$ cat src/logic/acqPkg.sv
`default_nettype none

package acqPkg;

    ////////////////////////////////////////////////////////////////////////////
    // Widths and counts
    ////////////////////////////////////////////////////////////////////////////

    localparam int SampleWidth = 8;
    localparam int SumWidth    = 16;
    localparam int NumChannels = 4;
    localparam int MaxLength   = 128;
    // Record buffer depth, also the starting credit count
    localparam int FifoDepth   = 8;
    localparam int CreditWidth = 4;

    typedef logic [SampleWidth-1:0] sampleT;
    typedef logic [SumWidth-1:0]    sumT;
    typedef logic [7:0]             eventCountT;
    typedef logic [6:0]             lengthT;
    typedef logic [7:0]             byteT;

    // Same bit order as DataIn, DI in the top byte
    typedef struct packed {
        sampleT di;
        sampleT did;
        sampleT dq;
        sampleT dqd;
    } sampleWordT;

    typedef struct packed {
        sumT  dqd;
        sumT  did;
        sumT  dq;
        sumT  di;
        logic lastSample;
    } accRecordT;

    typedef enum logic [1:0] {AccIdle, AccCapture, AccArmed, AccDrain} accStateT;

    typedef enum logic [2:0] {
        SerIdle,
        SerHeadHi,
        SerHeadLo,
        SerData,
        SerFootHi,
        SerFootLo
    } serStateT;

    // Frame marker bytes
    localparam byteT FrameMark = 8'h80;
    localparam byteT HeaderTag = 8'h02;
    localparam byteT FooterTag = 8'h01;

endpackage

`default_nettype wire

$ cat src/logic/byteSerializer.sv
`timescale 1ns/1ps
`default_nettype none

module byteSerializer import acqPkg::*; (
    input  wire            ReadClock,
    input  wire            rst,
    input  wire            recValid,
    input  wire accRecordT recHead,
    input  wire            ReadEnable,
    output logic           recPop,
    output byteT           DataOut,
    output logic           DataReady
);

    serStateT                              serState;
    logic [$clog2(2*NumChannels)-1:0]      byteIdx;
    logic [$clog2(2*NumChannels)-1:0]      nextIdx;
    logic                                  taken;
    logic                                  lastByte;
    logic                                  loadByte;
    byteT                                  nextByte;

    // Byte order DQD, DID, DQ, DI with the high byte first
    function automatic byteT byteOf(accRecordT rec, logic [$clog2(2*NumChannels)-1:0] idx);
        sumT word;
        case (idx[2:1])
            2'd0:    word = rec.dqd;
            2'd1:    word = rec.did;
            2'd2:    word = rec.dq;
            default: word = rec.di;
        endcase
        return idx[0] ? word[7:0] : word[15:8];
    endfunction

    assign taken    = ReadEnable && DataReady;
    assign nextIdx  = byteIdx + 1'b1;
    assign lastByte = (int'(byteIdx) == 2*NumChannels - 1);
    assign recPop   = (serState == SerData) && taken && lastByte;

    ////////////////////////////////////////////////////////////////////////////
    // Next byte selection
    ////////////////////////////////////////////////////////////////////////////

    always_comb begin
        loadByte = 1'b0;
        nextByte = FrameMark;
        case (serState)
            SerIdle: begin
                loadByte = recValid;
                nextByte = FrameMark;
            end
            SerHeadHi: begin
                loadByte = taken;
                nextByte = HeaderTag;
            end
            SerHeadLo: begin
                loadByte = taken && recValid;
                nextByte = byteOf(recHead, '0);
            end
            SerData: begin
                if (!DataReady) begin
                    // Waiting on the next record after a pop
                    loadByte = recValid;
                    nextByte = byteOf(recHead, byteIdx);
                end else if (taken && lastByte) begin
                    loadByte = recHead.lastSample;
                    nextByte = FrameMark;
                end else if (taken) begin
                    loadByte = 1'b1;
                    nextByte = byteOf(recHead, nextIdx);
                end
            end
            SerFootHi: begin
                loadByte = taken;
                nextByte = FooterTag;
            end
            default: begin
                loadByte = 1'b0;
                nextByte = FrameMark;
            end
        endcase
    end

    always_ff @(posedge ReadClock) begin
        if (loadByte) begin
            DataOut <= nextByte;
        end
    end

    // Framing FSM
    always_ff @(posedge ReadClock) begin
        if (rst) begin
            serState  <= SerIdle;
            byteIdx   <= '0;
            DataReady <= 1'b0;
        end else begin
            if (loadByte) begin
                DataReady <= 1'b1;
            end else if (taken) begin
                DataReady <= 1'b0;
            end
            case (serState)
                SerIdle:   if (recValid) serState <= SerHeadHi;
                SerHeadHi: if (taken) serState <= SerHeadLo;
                SerHeadLo: begin
                    if (taken) begin
                        byteIdx  <= '0;
                        serState <= SerData;
                    end
                end
                SerData: begin
                    if (taken) begin
                        byteIdx <= nextIdx;
                        if (lastByte && recHead.lastSample) begin
                            serState <= SerFootHi;
                        end
                    end
                end
                SerFootHi: if (taken) serState <= SerFootLo;
                default:   if (taken) serState <= SerIdle;
            endcase
        end
    end

endmodule

`default_nettype wire

$ cat config.mk
export PLATFORM = sky130hd
export DESIGN_NAME = byteSerializer
export DESIGN_NICKNAME = d
export VERILOG_FILES = /design/src/logic/acqPkg.sv /design/src/logic/byteSerializer.sv
export SDC_FILE = /design/constraint.sdc
export NUM_CORES = 1
export LEC_CHECK = 0
export ABC_AREA = 1
export BUFFER_PORTS_ARGS = -buffer_cell sky130_fd_sc_hd__buf_2
export CAP_MARGIN = 20
export CORE_AREA = 2 2 64 66
export CTS_CLUSTER_DIAMETER = 150
export DETAILED_ROUTE_END_ITERATION = 8
export DIE_AREA = 0 0 66 68
export PLACE_DENSITY = 0.85
export SLEW_MARGIN = 15
export SYNTH_ARGS = -nofsm -noshare
export SYNTH_HDL_FRONTEND = slang
export SYNTH_SLANG_ARGS = --single-unit
$ cat constraint.sdc
create_clock -name ReadClock -period 4.9 [get_ports ReadClock]
set_clock_uncertainty 0.1 [all_clocks]
set_input_delay 0.735 -clock ReadClock [delete_from_list [all_inputs] [get_ports ReadClock]]
set_output_delay 0.735 -clock ReadClock [all_outputs]
set_load 0.01 [all_outputs]
### After elaboration in Yosys (flattened, before gate mapping)

Cells that the tools add are included.

| storage, ports and cells | value |
|---|---|
| logic and storage cells | 59 |
| memories | 0 |
| output and inout port bits | 10 |
| latch bits | 0 |
| flip-flop bits (word level) | 15 |
| bits in writable memories | 0 |
| memory bits (read-only) | 0 |
| input bits | 69 |

| cells by class | value |
|---|---|
| reduce and logical (&&, ||, !) cells | 15 |
| $mul | 0 |
| multiplexer cells | 24 |
| bitwise gates (word level) | 0 |
| $lt $le $gt $ge | 0 |
| equality and inequality tests | 15 |
| add/subtract/negate cells | 1 |
| shift operators | 0 |
| div/mod/pow operators | 0 |

Operators with widths:

| cell | count |
|---|---|
| case mux 16 bit (3 select lines) | 2 |
| two-way mux 8 bit | 5 |
| case mux 8 bit (4 select lines) | 1 |
| two-way mux 3 bit | 8 |
| case mux 3 bit (5 select lines) | 1 |
| != test 2 bit, second input constant | 5 |
| AND reduction 7 bit | 1 |
| equality test 3 x 1 -> 1 bit, second input constant | 2 |
| equality test 3 x 2 -> 1 bit, second input constant | 2 |
| logical AND 1 bit | 6 |
| case mux 3 bit (2 select lines) | 1 |
| nonzero test 2 bit | 3 |
| two-way mux 1 bit | 5 |
| equality test 2 x 1 -> 1 bit, second input constant | 2 |
| equality test 2 bit, second input constant | 2 |
| logical NOT 2 bit | 2 |
| case mux 1 bit (4 select lines) | 1 |
| adder 3 x 1 -> 3 bit, second input constant | 1 |
| equality test 3 bit, second input constant | 1 |
| logical NOT 3 bit | 1 |
| AND reduction 3 bit | 1 |
| != test 2 x 1 -> 1 bit, second input constant | 1 |
| OR reduction 2 bit | 1 |

### Logic depth before layout (Yosys ltp)

| logic depth | value |
|---|---|
| word-level depth | 8 |
| mapped depth | 12 |

### Least setup slack after synthesis

No wires, ideal clock.

| timing | value |
|---|---|
| kind | input port to output port |
| from | input ReadEnable |
| to | output recPop |
| path slack | 2.826 ns |
| stages | 4 |
| data arrival time | 1.239 ns |
| path buffers | 0 |
| cells stage by stage | nand2_1 > nor2_1 > inv_1 > nor2_1 |

| on the way | value |
|---|---|
| cells in the longest elaborated chain, start to end | 3 |

Ends and longest elaborated chain:

| item | RTL line | text |
|---|---|---|
| start: declaration | byteSerializer.sv:9 | `input wire ReadEnable,` |
| logical AND 1 bit | byteSerializer.sv:35 | `assign taken = ReadEnable && DataReady;` |
| logical AND 1 bit (2 in a row) | byteSerializer.sv:38 | `assign recPop = (serState == SerData) && taken && lastByte;` |
| end: declaration | byteSerializer.sv:10 | `output logic recPop,` |

No other way between the ends.

### Worst setup path in the final report

| timing | value |
|---|---|
| from | register byteIdx[0] |
| to | register DataOut[2] (data pin) |

| on the way | value |
|---|---|
| cells in the longest elaborated chain, start to end | 8 |

Ends and longest elaborated chain:

| item | RTL line | text |
|---|---|---|
| start: declaration | byteSerializer.sv:16 | `logic [$clog2(2*NumChannels)-1:0] byteIdx;` |
| start signal: assignment | byteSerializer.sv:113 | `byteIdx <= nextIdx;` |
| adder 3 x 1 -> 3 bit | byteSerializer.sv:36 | `assign nextIdx = byteIdx + 1'b1;` |
| equality test 2 bit (tied with other cells) | byteSerializer.sv:26 | `case (idx[2:1])` |
| case mux 16 bit (3 select lines) | byteSerializer.sv:26 |  |
| two-way mux 8 bit | byteSerializer.sv:32 | `return idx[0] ? word[7:0] : word[15:8];` |
| two-way mux 8 bit | byteSerializer.sv:68 | `end else if (taken) begin` |
| two-way mux 8 bit | byteSerializer.sv:65 | `end else if (taken && lastByte) begin` |
| two-way mux 8 bit * | byteSerializer.sv:61 | `if (!DataReady) begin` |
| case mux 8 bit (4 select lines) * | byteSerializer.sv:47 | `case (serState)` |
| named net nextByte[2] | byteSerializer.sv:21 | `byteT nextByte;` |
| end signal: assignment | byteSerializer.sv:86 | `DataOut <= nextByte;` |
| end: declaration | byteSerializer.sv:11 | `output byteT DataOut,` |

Mark *: on every way through the listed nets, which the timed path passes. The rest lies on a longest branch.
A chain may end at the register's enable or synchronous reset.

==> run summary <==
Data arrival, critical path -> 3.00 ns
post-route setup TNS -> 0 ns
post-CTS setup buffer count -> 0
Comb power frac -> 48.4%
GR Util met1 -> 37.6%
Worst Hold Path EP -> serState[1]
root buf cell -> clkbuf_8
cell count after synthesis -> 367
DR vias -> 2702
reg-to-reg startpoint -> byteIdx[0]
Crit Path Category -> register to register
Overall Global Routing Usage -> 30.2%
Reg power frac -> 35.1%
dpl hpwl -> 4.90 mm
Tmin final -> 3.08 ns
Clock power frac -> 16.5%
Post-synth EDFFs -> 8
hold_buf cts -> 0
Ys Warns -> 0
hold crit path type -> register to register
mean area per synthesized cell -> 5.36 um^2
n_diodes -> 0
Detail Route Antenna Nets -> 0
Max Clock Freq -> 325 MHz
cts bufs inserted -> 3
main area contributors after synthesis -> nand2_1, nand3_1, edfxtp_1
post-cts gate resize count -> 0
Hold Violations, Final -> 0
Post-Syn Nets -> 439
met3 Use GR -> 4.44%
Rows -> 23
leakage dissipation -> 1.28 nW
Synth Flop Type -> edfxtp_1
post-synth top area cell -> nand2_1
Crit. End Element -> register
drt first-iter violations -> 325
asr flop ratio synth -> 0%
Longest Clk Path Bufs -> 2
Final Max Tran Viols -> 0
IO Pins -> 79
sw power -> 0.287 mW
crit path launch type -> register
DRC errors left -> 0
worst path required time -> 4.82 ns
Total Routed Length -> 6.56 mm
synth unique cells -> 22
Crit Reg-Reg Endpoint -> DataOut[2]
post-synth top area share -> 26.7%
Tightest Pin Transition -> 0.905 ns
vias in the first global route -> 2394
Area Growth Syn to Fin -> 21.4%
Design Area, Final -> 0.00239 mm^2
TritonCTS clock tree -> yes
HP Start -> serState[1]
clock slew at reported path FFs -> 0.07 ns
Die W -> 66 um
ratio of cells with drive above 1 in the final layout -> 20.6%
WL/cell -> 13.6 um
Min-Delay Path Depth -> 2
Net Sw Frac -> 43.9%
Clk Latency, worst-skew pair -> 0.26 ns
Internal -> 0.367 mW
pwr dens -> 274 mW/mm^2
nets -> 506
IO Port Bufs -> 78
Tcrit/Tclk final -> 62.8%
RSZ-0062 raised after global routing -> no
worst vdd ir -> 321 uV
Final Core Density -> 61.9%
DIE AREA -> 0.00449 mm^2
H-tree levels -> 1
Setup violations, final -> 0
core area -> 0.00386 mm^2
GR peak layer -> met2
Via density -> 5.59
first-pass GRT wire length -> 10.5 mm
Max Cap Viol -> 0
Crit Path Max Fanout -> 22
initial core utilization -> 51.0%
Die Y -> 68 um
CTS Sinks -> 15
Placed Area -> 0.00233 mm^2
Seq/Total Area, Yosys -> 19.3%
Pre-antenna DRT Iters -> 5
Yosys reg bits -> 15
Post-Syn Area -> 0.00197 mm^2
GP Congestion -> 0.959
max_slew headroom -> 39.6%
FF-to-FF path depth -> 11
gr ovfl total -> 0
met2 usage -> 55.2%
largest net degree at the start of global routing -> 33
initial antenna violation count -> 0
outcome -> finished clean
Reg2Reg Setup Slack -> 1.82 ns
[cell usage after synthesis, types with 3 or more instances]
cell and count:
or2_0 3, inv_1 29, nor2_2 3, buf_4 3, a21oi_1 45, buf_2 8, nor2_1 15, ha_1 3
dfxtp_1 7, clkbuf_1 5, edfxtp_1 8, nand2_1 140, nand3_1 67, o21ai_0 21
[worst max-delay path, cell delays in order, from the launching register on]
cell	delay, ns
dfxtp_1	0.78
ha_1	0.30
ha_1	0.50
nand2_1	0.46
a21oi_1	0.24
o21ai_0	0.11
nand2_1	0.10
inv_1	0.04
nand2_1	0.05
nand2_1	0.05
nand2_1	0.06
nand2_1	0.04
[how the worst max path moves through the flow]
stage	end	depth (start not counted)	slack, ns	start
after floorplan	recPop	4	2.83	ReadEnable
after global placement	DataOut[2]	11	2.01	byteIdx[0]
after detailed placement	DataOut[6]	11	1.87	byteIdx[0]
after CTS	DataOut[2]	11	1.87	byteIdx[0]
after global routing	DataOut[5]	11	1.53	byteIdx[0]
final	DataOut[2]	11	1.82	byteIdx[0]
[registers in the layout, indices dropped and copies added (netlist names)]
signal	cells
serState	3
DataReady	1
byteIdx	3
DataOut	8
[cell usage in the layout (no fill, tap or decap), drive strengths merged, types with 5 or more instances in the layout]
master / netlist / final
o21ai: 22 / 22
a21oi: 45 / 45
inv: 29 / 29
nand3: 68 / 68
nand2: 140 / 140
nor2: 18 / 18
dfxtp: 7 / 7
buf: 11 / 79
edfxtp: 8 / 8
or2: 5 / 5
[cells by family after synthesis]
group,after synthesis,share of synthesized area (%)
and+or+nand+nor,232,50.4
AOI/OAI and AO/OA,70,18.2
buffers and inverters,47,10.1
DFF,15,19.3
adders and majority gates,3,1.91
[area by class of cell]
class / instances / area, um^2
timing repair buffer: 79 / 398
clock buffer: 3 / 41.3
multi-input combinational: 305 / 1390
inverter: 30 / 113
tap: 50 / 62.6
clock inverter: 1 / 5.00
fill: 422 / 1470
sequential: 15 / 380
[per-stage QoR]
step                      std cells  total power, mW  hold slack [ns]  setup WS [ns]
final                           483            0.654            0.470           1.82
after detailed placement        478            0.543            0.460           1.87
after global routing            483            0.708            0.493           1.53
after floorplan                 367            0.428            0.415           2.83
after global placement          478            0.535            0.448           2.01
after CTS                       482            0.651            0.469           1.87
[routing by layer]
layer	vias up	share of wire (%)
met5	-	0
met3	10	8.4
met4	0	1.5
met2	148	48
li1	1342	-
met1	1202	42
[power by group through the flow]
| stage | registers (mW) | logic [mW] | clock network, mW |
|---|---|---|---|
| 2_1_floorplan | 0.238 | 0.190 | 0 |
| 3_3_place_gp | 0.229 | 0.306 | 0 |
| 3_5_place_dp | 0.231 | 0.312 | 0 |
| 4_1_cts | 0.229 | 0.314 | 0.108 |
| 5_1_grt | 0.234 | 0.361 | 0.112 |
| 6_report | 0.230 | 0.316 | 0.108 |
Power figures use the tool's default switching activity.
