[src/logic/acqPkg.sv]
`default_nettype none

package acqPkg;

    ////////////////////////////////////////////////////////////////////////////
    // Widths and counts
    ////////////////////////////////////////////////////////////////////////////

    localparam int SampleWidth = 8;
    localparam int SumWidth    = 16;
    localparam int NumChannels = 4;
    localparam int MaxLength   = 128;
    // Record buffer depth, also the starting credit count
    localparam int FifoDepth   = 8;
    localparam int CreditWidth = 4;

    typedef logic [SampleWidth-1:0] sampleT;
    typedef logic [SumWidth-1:0]    sumT;
    typedef logic [7:0]             eventCountT;
    typedef logic [6:0]             lengthT;
    typedef logic [7:0]             byteT;

    // Same bit order as DataIn, DI in the top byte
    typedef struct packed {
        sampleT di;
        sampleT did;
        sampleT dq;
        sampleT dqd;
    } sampleWordT;

    typedef struct packed {
        sumT  dqd;
        sumT  did;
        sumT  dq;
        sumT  di;
        logic lastSample;
    } accRecordT;

    typedef enum logic [1:0] {AccIdle, AccCapture, AccArmed, AccDrain} accStateT;

    typedef enum logic [2:0] {
        SerIdle,
        SerHeadHi,
        SerHeadLo,
        SerData,
        SerFootHi,
        SerFootLo
    } serStateT;

    // Frame marker bytes
    localparam byteT FrameMark = 8'h80;
    localparam byteT HeaderTag = 8'h02;
    localparam byteT FooterTag = 8'h01;

endpackage

`default_nettype wire

[src/logic/recordFifo.sv]
`timescale 1ns/1ps
`default_nettype none

module recordFifo import acqPkg::*; (
    input  wire            ReadClock,
    input  wire            rst,
    input  wire            recWrite,
    input  wire accRecordT recData,
    input  wire            recPop,
    output logic           recValid,
    output accRecordT      recHead,
    output logic           creditReturn
);

    accRecordT storage [FifoDepth];

    logic [$clog2(FifoDepth)-1:0] wrPtr;
    logic [$clog2(FifoDepth)-1:0] rdPtr;
    // Holds 0 to FifoDepth, same range as the credits
    logic [CreditWidth-1:0]       occupancy;
    logic                         popNow;

    ////////////////////////////////////////////////////////////////////////////
    // Head of queue
    ////////////////////////////////////////////////////////////////////////////

    assign recValid     = (occupancy != '0);
    assign recHead      = storage[rdPtr];
    assign popNow       = recPop && recValid;
    // One credit back per record removed
    assign creditReturn = popNow;

    always_ff @(posedge ReadClock) begin
        if (recWrite) begin
            storage[wrPtr] <= recData;
        end
    end

    // Pointers wrap at the buffer depth
    always_ff @(posedge ReadClock) begin
        if (rst) begin
            wrPtr <= '0;
            rdPtr <= '0;
        end else begin
            if (recWrite) begin
                if (int'(wrPtr) == FifoDepth - 1) begin
                    wrPtr <= '0;
                end else begin
                    wrPtr <= wrPtr + 1'b1;
                end
            end
            if (popNow) begin
                if (int'(rdPtr) == FifoDepth - 1) begin
                    rdPtr <= '0;
                end else begin
                    rdPtr <= rdPtr + 1'b1;
                end
            end
        end
    end

    // Write while full cannot happen, the producer is out of credit by then
    always_ff @(posedge ReadClock) begin
        if (rst) begin
            occupancy <= '0;
        end else begin
            case ({recWrite, popNow})
                2'b10:   occupancy <= occupancy + 1'b1;
                2'b01:   occupancy <= occupancy - 1'b1;
                default: occupancy <= occupancy;
            endcase
        end
    end

endmodule

`default_nettype wire
[config.mk]
export PLATFORM = sky130hd
export DESIGN_NAME = recordFifo
export DESIGN_NICKNAME = d
export VERILOG_FILES = /design/src/logic/acqPkg.sv /design/src/logic/recordFifo.sv
export SDC_FILE = /design/constraint.sdc
export NUM_CORES = 1
export LEC_CHECK = 0
export BUFFER_PORTS_ARGS = -buffer_cell sky130_fd_sc_hd__buf_2
export CELL_PAD_IN_SITES_DETAIL_PLACEMENT = 1
export CELL_PAD_IN_SITES_GLOBAL_PLACEMENT = 1
export CORE_AREA = 2 2 285 146
export CTS_CLUSTER_DIAMETER = 30
export CTS_CLUSTER_SIZE = 28
export DETAILED_ROUTE_END_ITERATION = 8
export DIE_AREA = 0 0 287 148
export PLACE_DENSITY_LB_ADDON = 0.08
export SLEW_MARGIN = 20
export SYNTH_ARGS = -nofsm -noshare
export SYNTH_HDL_FRONTEND = slang
export SYNTH_SLANG_ARGS = --single-unit
[constraint.sdc]
create_clock -name ReadClock -period 7.7 [get_ports ReadClock]
set_clock_uncertainty 0.05 [all_clocks]
set_input_delay 0.385 -clock ReadClock [delete_from_list [all_inputs] [get_ports ReadClock]]
set_output_delay 0.385 -clock ReadClock [all_outputs]
set_load 0.005 [all_outputs]
## Word level (Yosys, flattened, before mapping)

Memory sizes are Yosys's and may differ from the RTL's. A register that Yosys moved wholly into a read port is not among the register bits.
Index checks and enable logic that the tools add are counted.

- $add $sub $neg: 4
- Mux-type cells: 7
- Equal/unequal tests: 4
- Shift operators: 0
- Order comparisons: 0
- Reduce and logical (&&, ||, !) cells: 3
- Bitwise operators: 0
- Multiply operators: 0
- Div/mod/pow operators: 0

Operators with widths:

| operator | count |
|---|---|
| $mux 3 | 4 |
| $pmux 4 s2 | 1 |
| $add 3x1->3 const B | 2 |
| $eq 3x1->1 const B | 2 |
| $add 4x1->4 const B | 1 |
| $reduce_bool 4->1 | 1 |
| $sub 4x1->4 const B | 1 |
| $eq 2x1->1 const B | 1 |
| $eq 2x2->1 const B | 1 |
| $mux 1 | 2 |
| $reduce_bool 2->1 | 1 |
| $logic_and 1x1->1 | 1 |

- Bits of input ports: 69
- Memory bits (read-only): 0
- Memory bits (writable): 520
- Word-level logic and storage cells: 22
- Memories: 1
- Register bits after elaboration: 10
- Latch bits: 0

Memories:

| memory | words | width | rd ports | clocked after memory_dff | write ports | RTL line | source |
|---|---|---|---|---|---|---|---|
| storage | 8 | 65 | 1 | 1 | 1 | recordFifo.sv:15 | `accRecordT storage [FifoDepth];` |

## Depth between registers and ports, before layout

Gate-level depths: netlist (run 1).

- Depth after elaboration: 4
- Gate-level depth with buffers: 10
- Depth with buffers taken out: 10

## Least setup slack after synthesis (run 1)

No wires, ideal clock.

- Kind: reg2reg
- From: reg wrPtr[0]
- To: mem storage[0][0] in the netlist's numbering (enable)
- Setup time: 568 ps
- Path buffers: 0
- Required time: 7082 ps
- Slack: 2148 ps
- Stages on the path, launching flop included: 3
- Arrival time: 4934 ps
- Path through: dfxtp_1 > nand2b_1 > nor3_1

RTL lines:

| element | RTL line | source |
|---|---|---|
| start, declared | recordFifo.sv:17 | `logic [$clog2(FifoDepth)-1:0] wrPtr;` |
| start signal, assigned | recordFifo.sv:49 | `wrPtr <= wrPtr + 1'b1;` |
| end, declared | recordFifo.sv:15 |  |

Straight into the memory's write port.

==> results of run 1 <==
[worst max path at each step]
stage	startpoint	end	slack, ps
after floorplan	wrPtr[0]	storage[0][0]	2150
after global placement	register	recHead[56]	4300
after detailed placement	register	recHead[61]	4250
after CTS	register	recHead[61]	3630
after global routing	register	recHead[30]	3640
final	register	recHead[45]	3870
[stage by stage]
| stage | hold WS [ps] | std cells |
|---|---|---|
| detailed placement | 436 | 1476 |
| finish | 26.1 | 1602 |
| global route | 21.7 | 1601 |
| CTS | 0.271 | 1601 |
| global placement | 397 | 1476 |
| floorplan | 400 | 825 |
[layout by cell type, fill, tap and decap left out, types with 8 or more instances in the layout]
cell / instances
edfxtp_1: 520
buf_2: 135
mux4_2: 130
clkbuf_16: 69
mux2_2: 66
clkbuf_1: 13
buf_4: 13
dfxtp_1: 10
inv_6: 8
[layout make-up]
cell class | instances | area share [%]
antenna | 1 | 0.0106
clock buffer | 82 | 7.50
clock inverter | 40 | 1.77
inverter | 2 | 0.0317
multi-input combinational | 252 | 17.3
sequential | 533 | 67.1
tap | 540 | 2.85
timing repair buffer | 152 | 3.44
[sequential cells by signal (all words and copies together), names as in the netlist, named ones only]
name       cells
occupancy      4
rdPtr          3
storage      520
wrPtr          3
[power by group]
part,switching [mW],internal (mW)
clock network,1.21,1.84
logic,0.468,0.622
registers,0.107,3.26
total,1.78,5.72
[worst reg2reg max path, delay by kind of cell (launching register included)]
| kind | cells | cell delay [ps] |
|---|---|---|
| AND/OR/NAND/NOR | 3 | 1210 |
| adder cells (fa/ha/maj) | 2 | 490 |
| flip-flops | 1 | 370 |
| AO/OA/AOI/OAI | 2 | 330 |
| XOR/XNOR | 2 | 300 |
| buffers and inverters | 1 | 130 |
[layer usage]
layer	global-route usage [%]	up-vias	share of wire, %
met4	5.49	4	1.8
met2	34.9	210	51
met5	0	-	0.078
met3	4.68	75	4.5
met1	27.3	4821	43
li1	-	3906	-
[logic make-up after synthesis]
logic type               count (synthesis)
buffers and inverters                   40
adder cells (fa/ha/maj)                  7
multiplexers                           200
AND/OR/NAND/NOR                         33
XOR/XNOR                                 3
AO/OA/AOI/OAI                            9
flip-flops                             533
==> out/qor.tcl, run 1 <==
set qor(xor_xnor_share_of_the_synthesized_area_pct) 0.130
set qor(synth_cell_types) 27
set qor(synth_compound_area_share_pct) 0.261
set qor(ant_nets) 0
set qor(critical_path.max_fanout) 68
set qor(clock_insertion_delay_worst_skew_ps) 570
set qor(all_layer_gr_usage_pct) 20.6
set qor(r2r_worst_path_depth) 10
set qor(mappedNetlistNets) 901
set qor(post_synth_top_area_share_pct) 77.5
set qor(dr_total_vias) 9016
set qor(synthAdderAreaFrac_pct) 0.435
set qor(layout.area.seq_sq_um) 15900
set qor(max-vdd-ir-drop_mv) 0.178
set qor(finalPower_mw) 7.51
set qor(rrSetupSlack_ps) 4750
set qor(layout.cell_area.non_filler_sq_um) 23700
set qor(postCtsHoldBufs) 3
set qor(crit_path_max_incr_delay_ps) 980
set qor(die_height_um) 148
set qor(critPathRequiredTime_ps) 7260
set qor(timing.hold.worst_endpoint) {storage[6][6]}
set qor(synth_top_area_cell) {edfxtp_1}
set qor(clockRootBuffer) {clkbuf_16}
set qor(fin_util_pct) 59.3
set qor(timing.final.max_slew_violations) 0
set qor(synth_top_flop_cell) {edfxtp_1}
set qor(setup.worst_path.class) {register to output pin}
set qor(synth_most_common_cell) {edfxtp_1}
set qor(grt_setup_unrepaired) {false}
set qor(boundaryPins) 136
set qor(asyncSetResetFlopFracSynth_pct) 0
set qor(period_minus_slack_ps) 3830
set qor(cts_inserted_buffers) 67
set qor(drive_gt1_share_pct) 43.2
set qor(max_slew_margin_pct) 30.1
set qor(power_density_nw_per_um2) 317
set qor(totalWireLength_um) 42100
set qor(synth_top_family_by_area) {multiplexers}
set qor(maxClockFrequency_ghz) 0.261
set qor(synth-seq-area-share_pct) 78.8
set qor(horizontal_extent_of_the_die_um) 287
set qor(finalSetupViolations) 0
set qor(numPortBuffers) 135
set qor(cap_violations) 0
set qor(htree_num_levels) 3
set qor(netlist_instances) 825
set qor(post_synth_mux_area_share_pct) 18.4
set qor(post-route-drc-count) 0
set qor(design.core.area_sq_um) 39900
set qor(p_leak_nw) 7.60
set qor(global_route.overflow_total) 0
set qor(worstPathArrival_ps) 3390
set qor(cts.reportedPaths.clkPinSlew_ps) 60
set qor(synthTopCellsByArea) {edfxtp_1 (77%), mux4_2 (15%), mux2_2 (3.7%), dfxtp_1 (1.3%), buf_6 (0.61%)}
set qor(num_rows) 52
set qor(synth_seq_cells) 533
set qor(setup.worst_path.start_class) {register}
set qor(timing.final.crit_share_pct) 49.7
set qor(cp-end-kind) {output pin}
set qor(grt_antenna_before_repair) 4
set qor(post_cts_resized) 0
set qor(run_status) {finished, final reports clean}
set qor(drtPass1Iterations) 4
set qor(worstPathBufferInverterCount) 2
set qor(crit_path_cells) {buf_4 -> mux4_2 -> mux2_2 -> buf_2}
set qor(setup_total_negative_slack_ps) 0
set qor(hold_viol) 0
set qor(clock_tree.buffer_depth) 3
set qor(worstHoldPathCells) 1
set qor(global_placement_routability_congestion) 0.693
set qor(min-delay-path-class) {primary input to register}
set qor(floorplan.die_area_sq_um) 42500
set qor(timing.hold.worst.start) {recData[6]}
set qor(postSynthAreaPerCell_sq_um) 24.4
set qor(yosys.area_share.simple_pct) 0.782
set qor(via_count_of_the_first_global_routing_pass) 10300
set qor(setup_slack_ps) 3870
set qor(layout_filler_cell_count) 3305
set qor(preCtsSetupSlack_ps) 4250
set qor(synth_enable_flop_cells) 520
set qor(netlist_area_sq_um) 20100
set qor(flow.area_growth_from_synthesis_pct) 17.5
set qor(multi_input_comb_area_sq_um) 4090
set qor(yosysWarnings) 0
set qor(design.final.nets) 1084
set qor(cp_num_cells) 4
set qor(cell_type_group_with_the_largest_total_delay_on_the_critical_path) {buffers and inverters}
set qor(clock_tree_sinks) 533
set qor(synth.cells.most_frequent) {edfxtp_1 (520), mux4_2 (130), mux2_2 (66)}
set qor(initial_core_util_pct) 50.4
set qor(wire_per_inst_um) 26.3
set qor(worstReg2RegStart) {occupancy[1]}
set qor(detailed_place_hpwl_um) 22600
set qor(timing.critical_path.slowest_stage_cell) {dfxtp_4}
set qor(reg2reg_to) {occupancy[2]}
set qor(grt_max_degree) 69
set qor(grt_first_pass_wirelength_um) 64000
set qor(dr.first_iter.drc_count) 563
set qor(routed_via_density) 5.63
set qor(cts_post_setup_buffers_inserted) 0
set qor(actual_transition_at_the_worst_max_transition_pin_ps) 1050
set qor(postPlaceCellArea_sq_um) 21400
set qor(cts_tree) {done}
Power figures use the tool's default switching activity.
==> run 2: changes to the inputs <==
- CORE_AREA: 2 2 285 146 -> 2 2 293 150
- DIE_AREA: 0 0 287 148 -> 0 0 295 152
- clock period: 7.7 -> 3.4 ns (I/O delays scaled with it)
==> run 2 against run 1 <==
  * Final area increased by 4.9%
  * Worst hold slack improved by 330 ps
  * Wire length increased by 2.2%
  * Via count up 4.1%
  * Largest cell class unchanged
  * Highest routed layer is now met4
==> out/qor.tcl, run 2 (same netlist as run 1, synthesis figures left out) <==
set qor(run_status) {finished, final reports clean}
set qor(place_inst) 1534 ;# +3.9%
set qor(htree_num_levels) 3 ;# unchanged
set qor(via_count_of_the_first_global_routing_pass) 10500 ;# +1.3%
set qor(flow.area_growth_from_synthesis_pct) 23.2
set qor(max_slew_margin_pct) 41.8 ;# +12 points
set qor(mostFrequentLayoutCell) {edfxtp_1}
set qor(cts_tree) {done}
set qor(p_switching_mw) 4.12 ;# +130%
set qor(setup.worst_path.start_class) {register}
set qor(layout_common_cells) {edfxtp_1 (520), buf_2 (135), mux4_2 (130)}
set qor(power_density_nw_per_um2) 715 ;# +130%
set qor(layout_filler_cell_count) 3575 ;# +8.2%
set qor(max-vdd-ir-drop_mv) 0.438 ;# +150%
set qor(fin_util_pct) 58.2 ;# -1.0 points
set qor(cts_inserted_buffers) 69 ;# +3.0%
set qor(critPathRequiredTime_ps) 3180 ;# -4080 ps
set qor(horizontal_extent_of_the_die_um) 295 ;# +2.8%
set qor(timing.final.crit_share_pct) 85.0
set qor(setup_total_negative_slack_ps) 0 ;# unchanged
set qor(min-delay-path-class) {primary input to register}
set qor(initial_core_util_pct) 47.3 ;# -3.2 points
set qor(grt_busiest_layer) {met2}
set qor(design.final.nets) 1163 ;# +7.3%
set qor(timing.hold.worst.start) {recData[18]}
set qor(grt_antenna_before_repair) 1 ;# -3
set qor(floorplan.die_area_sq_um) 44800 ;# +5.6%
set qor(drive_gt1_share_pct) 41.8 ;# -1.4 points
set qor(period_minus_slack_ps) 2890
set qor(grt_setup_unrepaired) {false}
set qor(share_seq_of_total_power_pct) 42.7 ;# -2.2 points
set qor(detailed_place_hpwl_um) 22800 ;# +0.78%
set qor(power.share.combinational_pct) 15.2 ;# +0.7 points
set qor(grt_util_met3_pct) 3.86 ;# -0.81 points
set qor(largestRegisters) {storage (520), occupancy (4)}
set qor(clockRootBuffer) {clkbuf_16}
set qor(finalSetupViolations) 0 ;# unchanged
set qor(worstPathArrival_ps) 2670 ;# -720 ps
set qor(cap_violations) 0 ;# unchanged
set qor(routed_via_density) 5.42 ;# -3.7%
set qor(cts.reportedPaths.clkPinSlew_ps) 50 ;# about the same
set qor(actual_transition_at_the_worst_max_transition_pin_ps) 871 ;# -174 ps
set qor(post_cts_resized) 0 ;# unchanged
set qor(clock_tree.buffer_depth) 3 ;# unchanged
set qor(post-route-drc-count) 0 ;# unchanged
set qor(dr.first_iter.drc_count) 637 ;# +13%
set qor(power_frac_clock_pct) 42.1 ;# +1.5 points
set qor(totalWireLength_um) 43000 ;# +2.2%
set qor(p_leak_nw) 8.06 ;# +6.0%
set qor(cp-end-kind) {output pin}
set qor(setup.worst_path.class) {register to output pin}
set qor(dr_total_vias) 9386 ;# +4.1%
set qor(clock_insertion_delay_worst_skew_ps) 560 ;# about the same
set qor(timing.final.max_slew_violations) 0 ;# unchanged
set qor(num_rows) 54 ;# +3.8%
set qor(clock_tree_sinks) 533 ;# unchanged
set qor(internal_power_mw) 13.6 ;# +140%
set qor(all_layer_gr_usage_pct) 19.9 ;# -0.73 points
set qor(die_height_um) 152 ;# +2.7%
set qor(grt_max_degree) 66 ;# -4.3%
set qor(grt_first_pass_wirelength_um) 65800 ;# +2.8%
set qor(number_of_flip_flops_in_the_largest_register) 520 ;# unchanged
set qor(maxClockFrequency_ghz) 0.346
set qor(cts_post_setup_buffers_inserted) 0 ;# unchanged
set qor(met1_usage_pct) 26.9 ;# -0.35 points
set qor(numPortBuffers) 135 ;# unchanged
set qor(design.core.area_sq_um) 42600 ;# +6.7%
set qor(ant_nets) 0 ;# unchanged
set qor(drtPass1Iterations) 4 ;# unchanged
set qor(boundaryPins) 136 ;# unchanged
set qor(power.share.switching_pct) 23.2 ;# -0.55 points
set qor(global_placement_routability_congestion) 0.682 ;# -1.5%
set qor(global_route.overflow_total) 0 ;# unchanged
set qor(wire_per_inst_um) 24.9 ;# -5.4%
set qor(worstReg2RegStart) {occupancy[1]}
set qor(hold_viol) 0 ;# unchanged
set qor(critical_path.max_fanout) 30 ;# -56%
set qor(global_route.usage.met2_pct) 33.6 ;# -1.3 points
set qor(postCtsHoldBufs) 70 ;# +67
set qor(fin_cells) 1731 ;# +8.1%
set qor(registers.top_by_ff_count) {storage}
-- run 2: cell types whose count changed in the layout (fill, tap and decap cells not counted), sizes merged --
| cell | change |
|---|---|
| dlygate4sd3 | +67 |
| buf | +10 |
| bufinv | +5 |
| clkinv | -3 |
| clkinvlp | +3 |
| clkbuf | -1 |
-- run 2: area by class of cell --
type	count	area, sq um	area share [%]
Clock buffer	81	1850	7.43
Multi-Input combinational cell	252	4100	16.5
Clock inverter	45	551	2.22
Antenna cell	1	2.50	0.0101
Sequential cell	533	15900	64.0
Tap cell	588	736	2.96
Inverter	2	7.51	0.0302
Timing Repair Buffer	229	1690	6.82
-- run 2: metal layers --
layer | share of wire (%) | vias up
li1 | - | 4073
met1 | 43 | 5047
met3 | 4.0 | 59
met2 | 51 | 207
met5 | 0 | -
met4 | 1.6 | 0
-- run 2: final timing paths --
path              slack (ps)             end  cells past startpoint
hold reg to reg          450        register                      2
setup / recovery         510      recHead[4]                      4
hold / removal           360  storage[2][18]                      2
setup reg to reg         590    occupancy[3]                      8
-- run 2: critical path, stage by stage, from the launching register on --
cell and delay, ps:
dfxtp_4 760, buf_12 340, mux4_2 560, mux2_2 310, buf_2 130
-- run 2: stage by stage --
| stage | worst slack (ps) | area, sq um | hold WS (ps) | total power, mW |
|---|---|---|---|---|
| floorplan | -401 | 20200 | 219 | 9.54 |
| global placement | 745 | 21700 | 372 | 10.3 |
| detailed placement | 642 | 21700 | 396 | 10.4 |
| CTS | 415 | 24800 | 328 | 18.0 |
| global route | 339 | 24800 | 350 | 18.4 |
| finish | 509 | 24800 | 355 | 17.7 |
-- run 2: power by group through the flow --
stage                     Combinational, mW  Clock, mW  Sequential [mW]
after floorplan                        1.97          0             7.57
after global placement                 2.60          0             7.70
after detailed placement               2.67          0             7.72
after CTS                              2.77       7.62             7.58
after global routing                   2.92       7.90             7.61
final                                  2.69       7.47             7.58
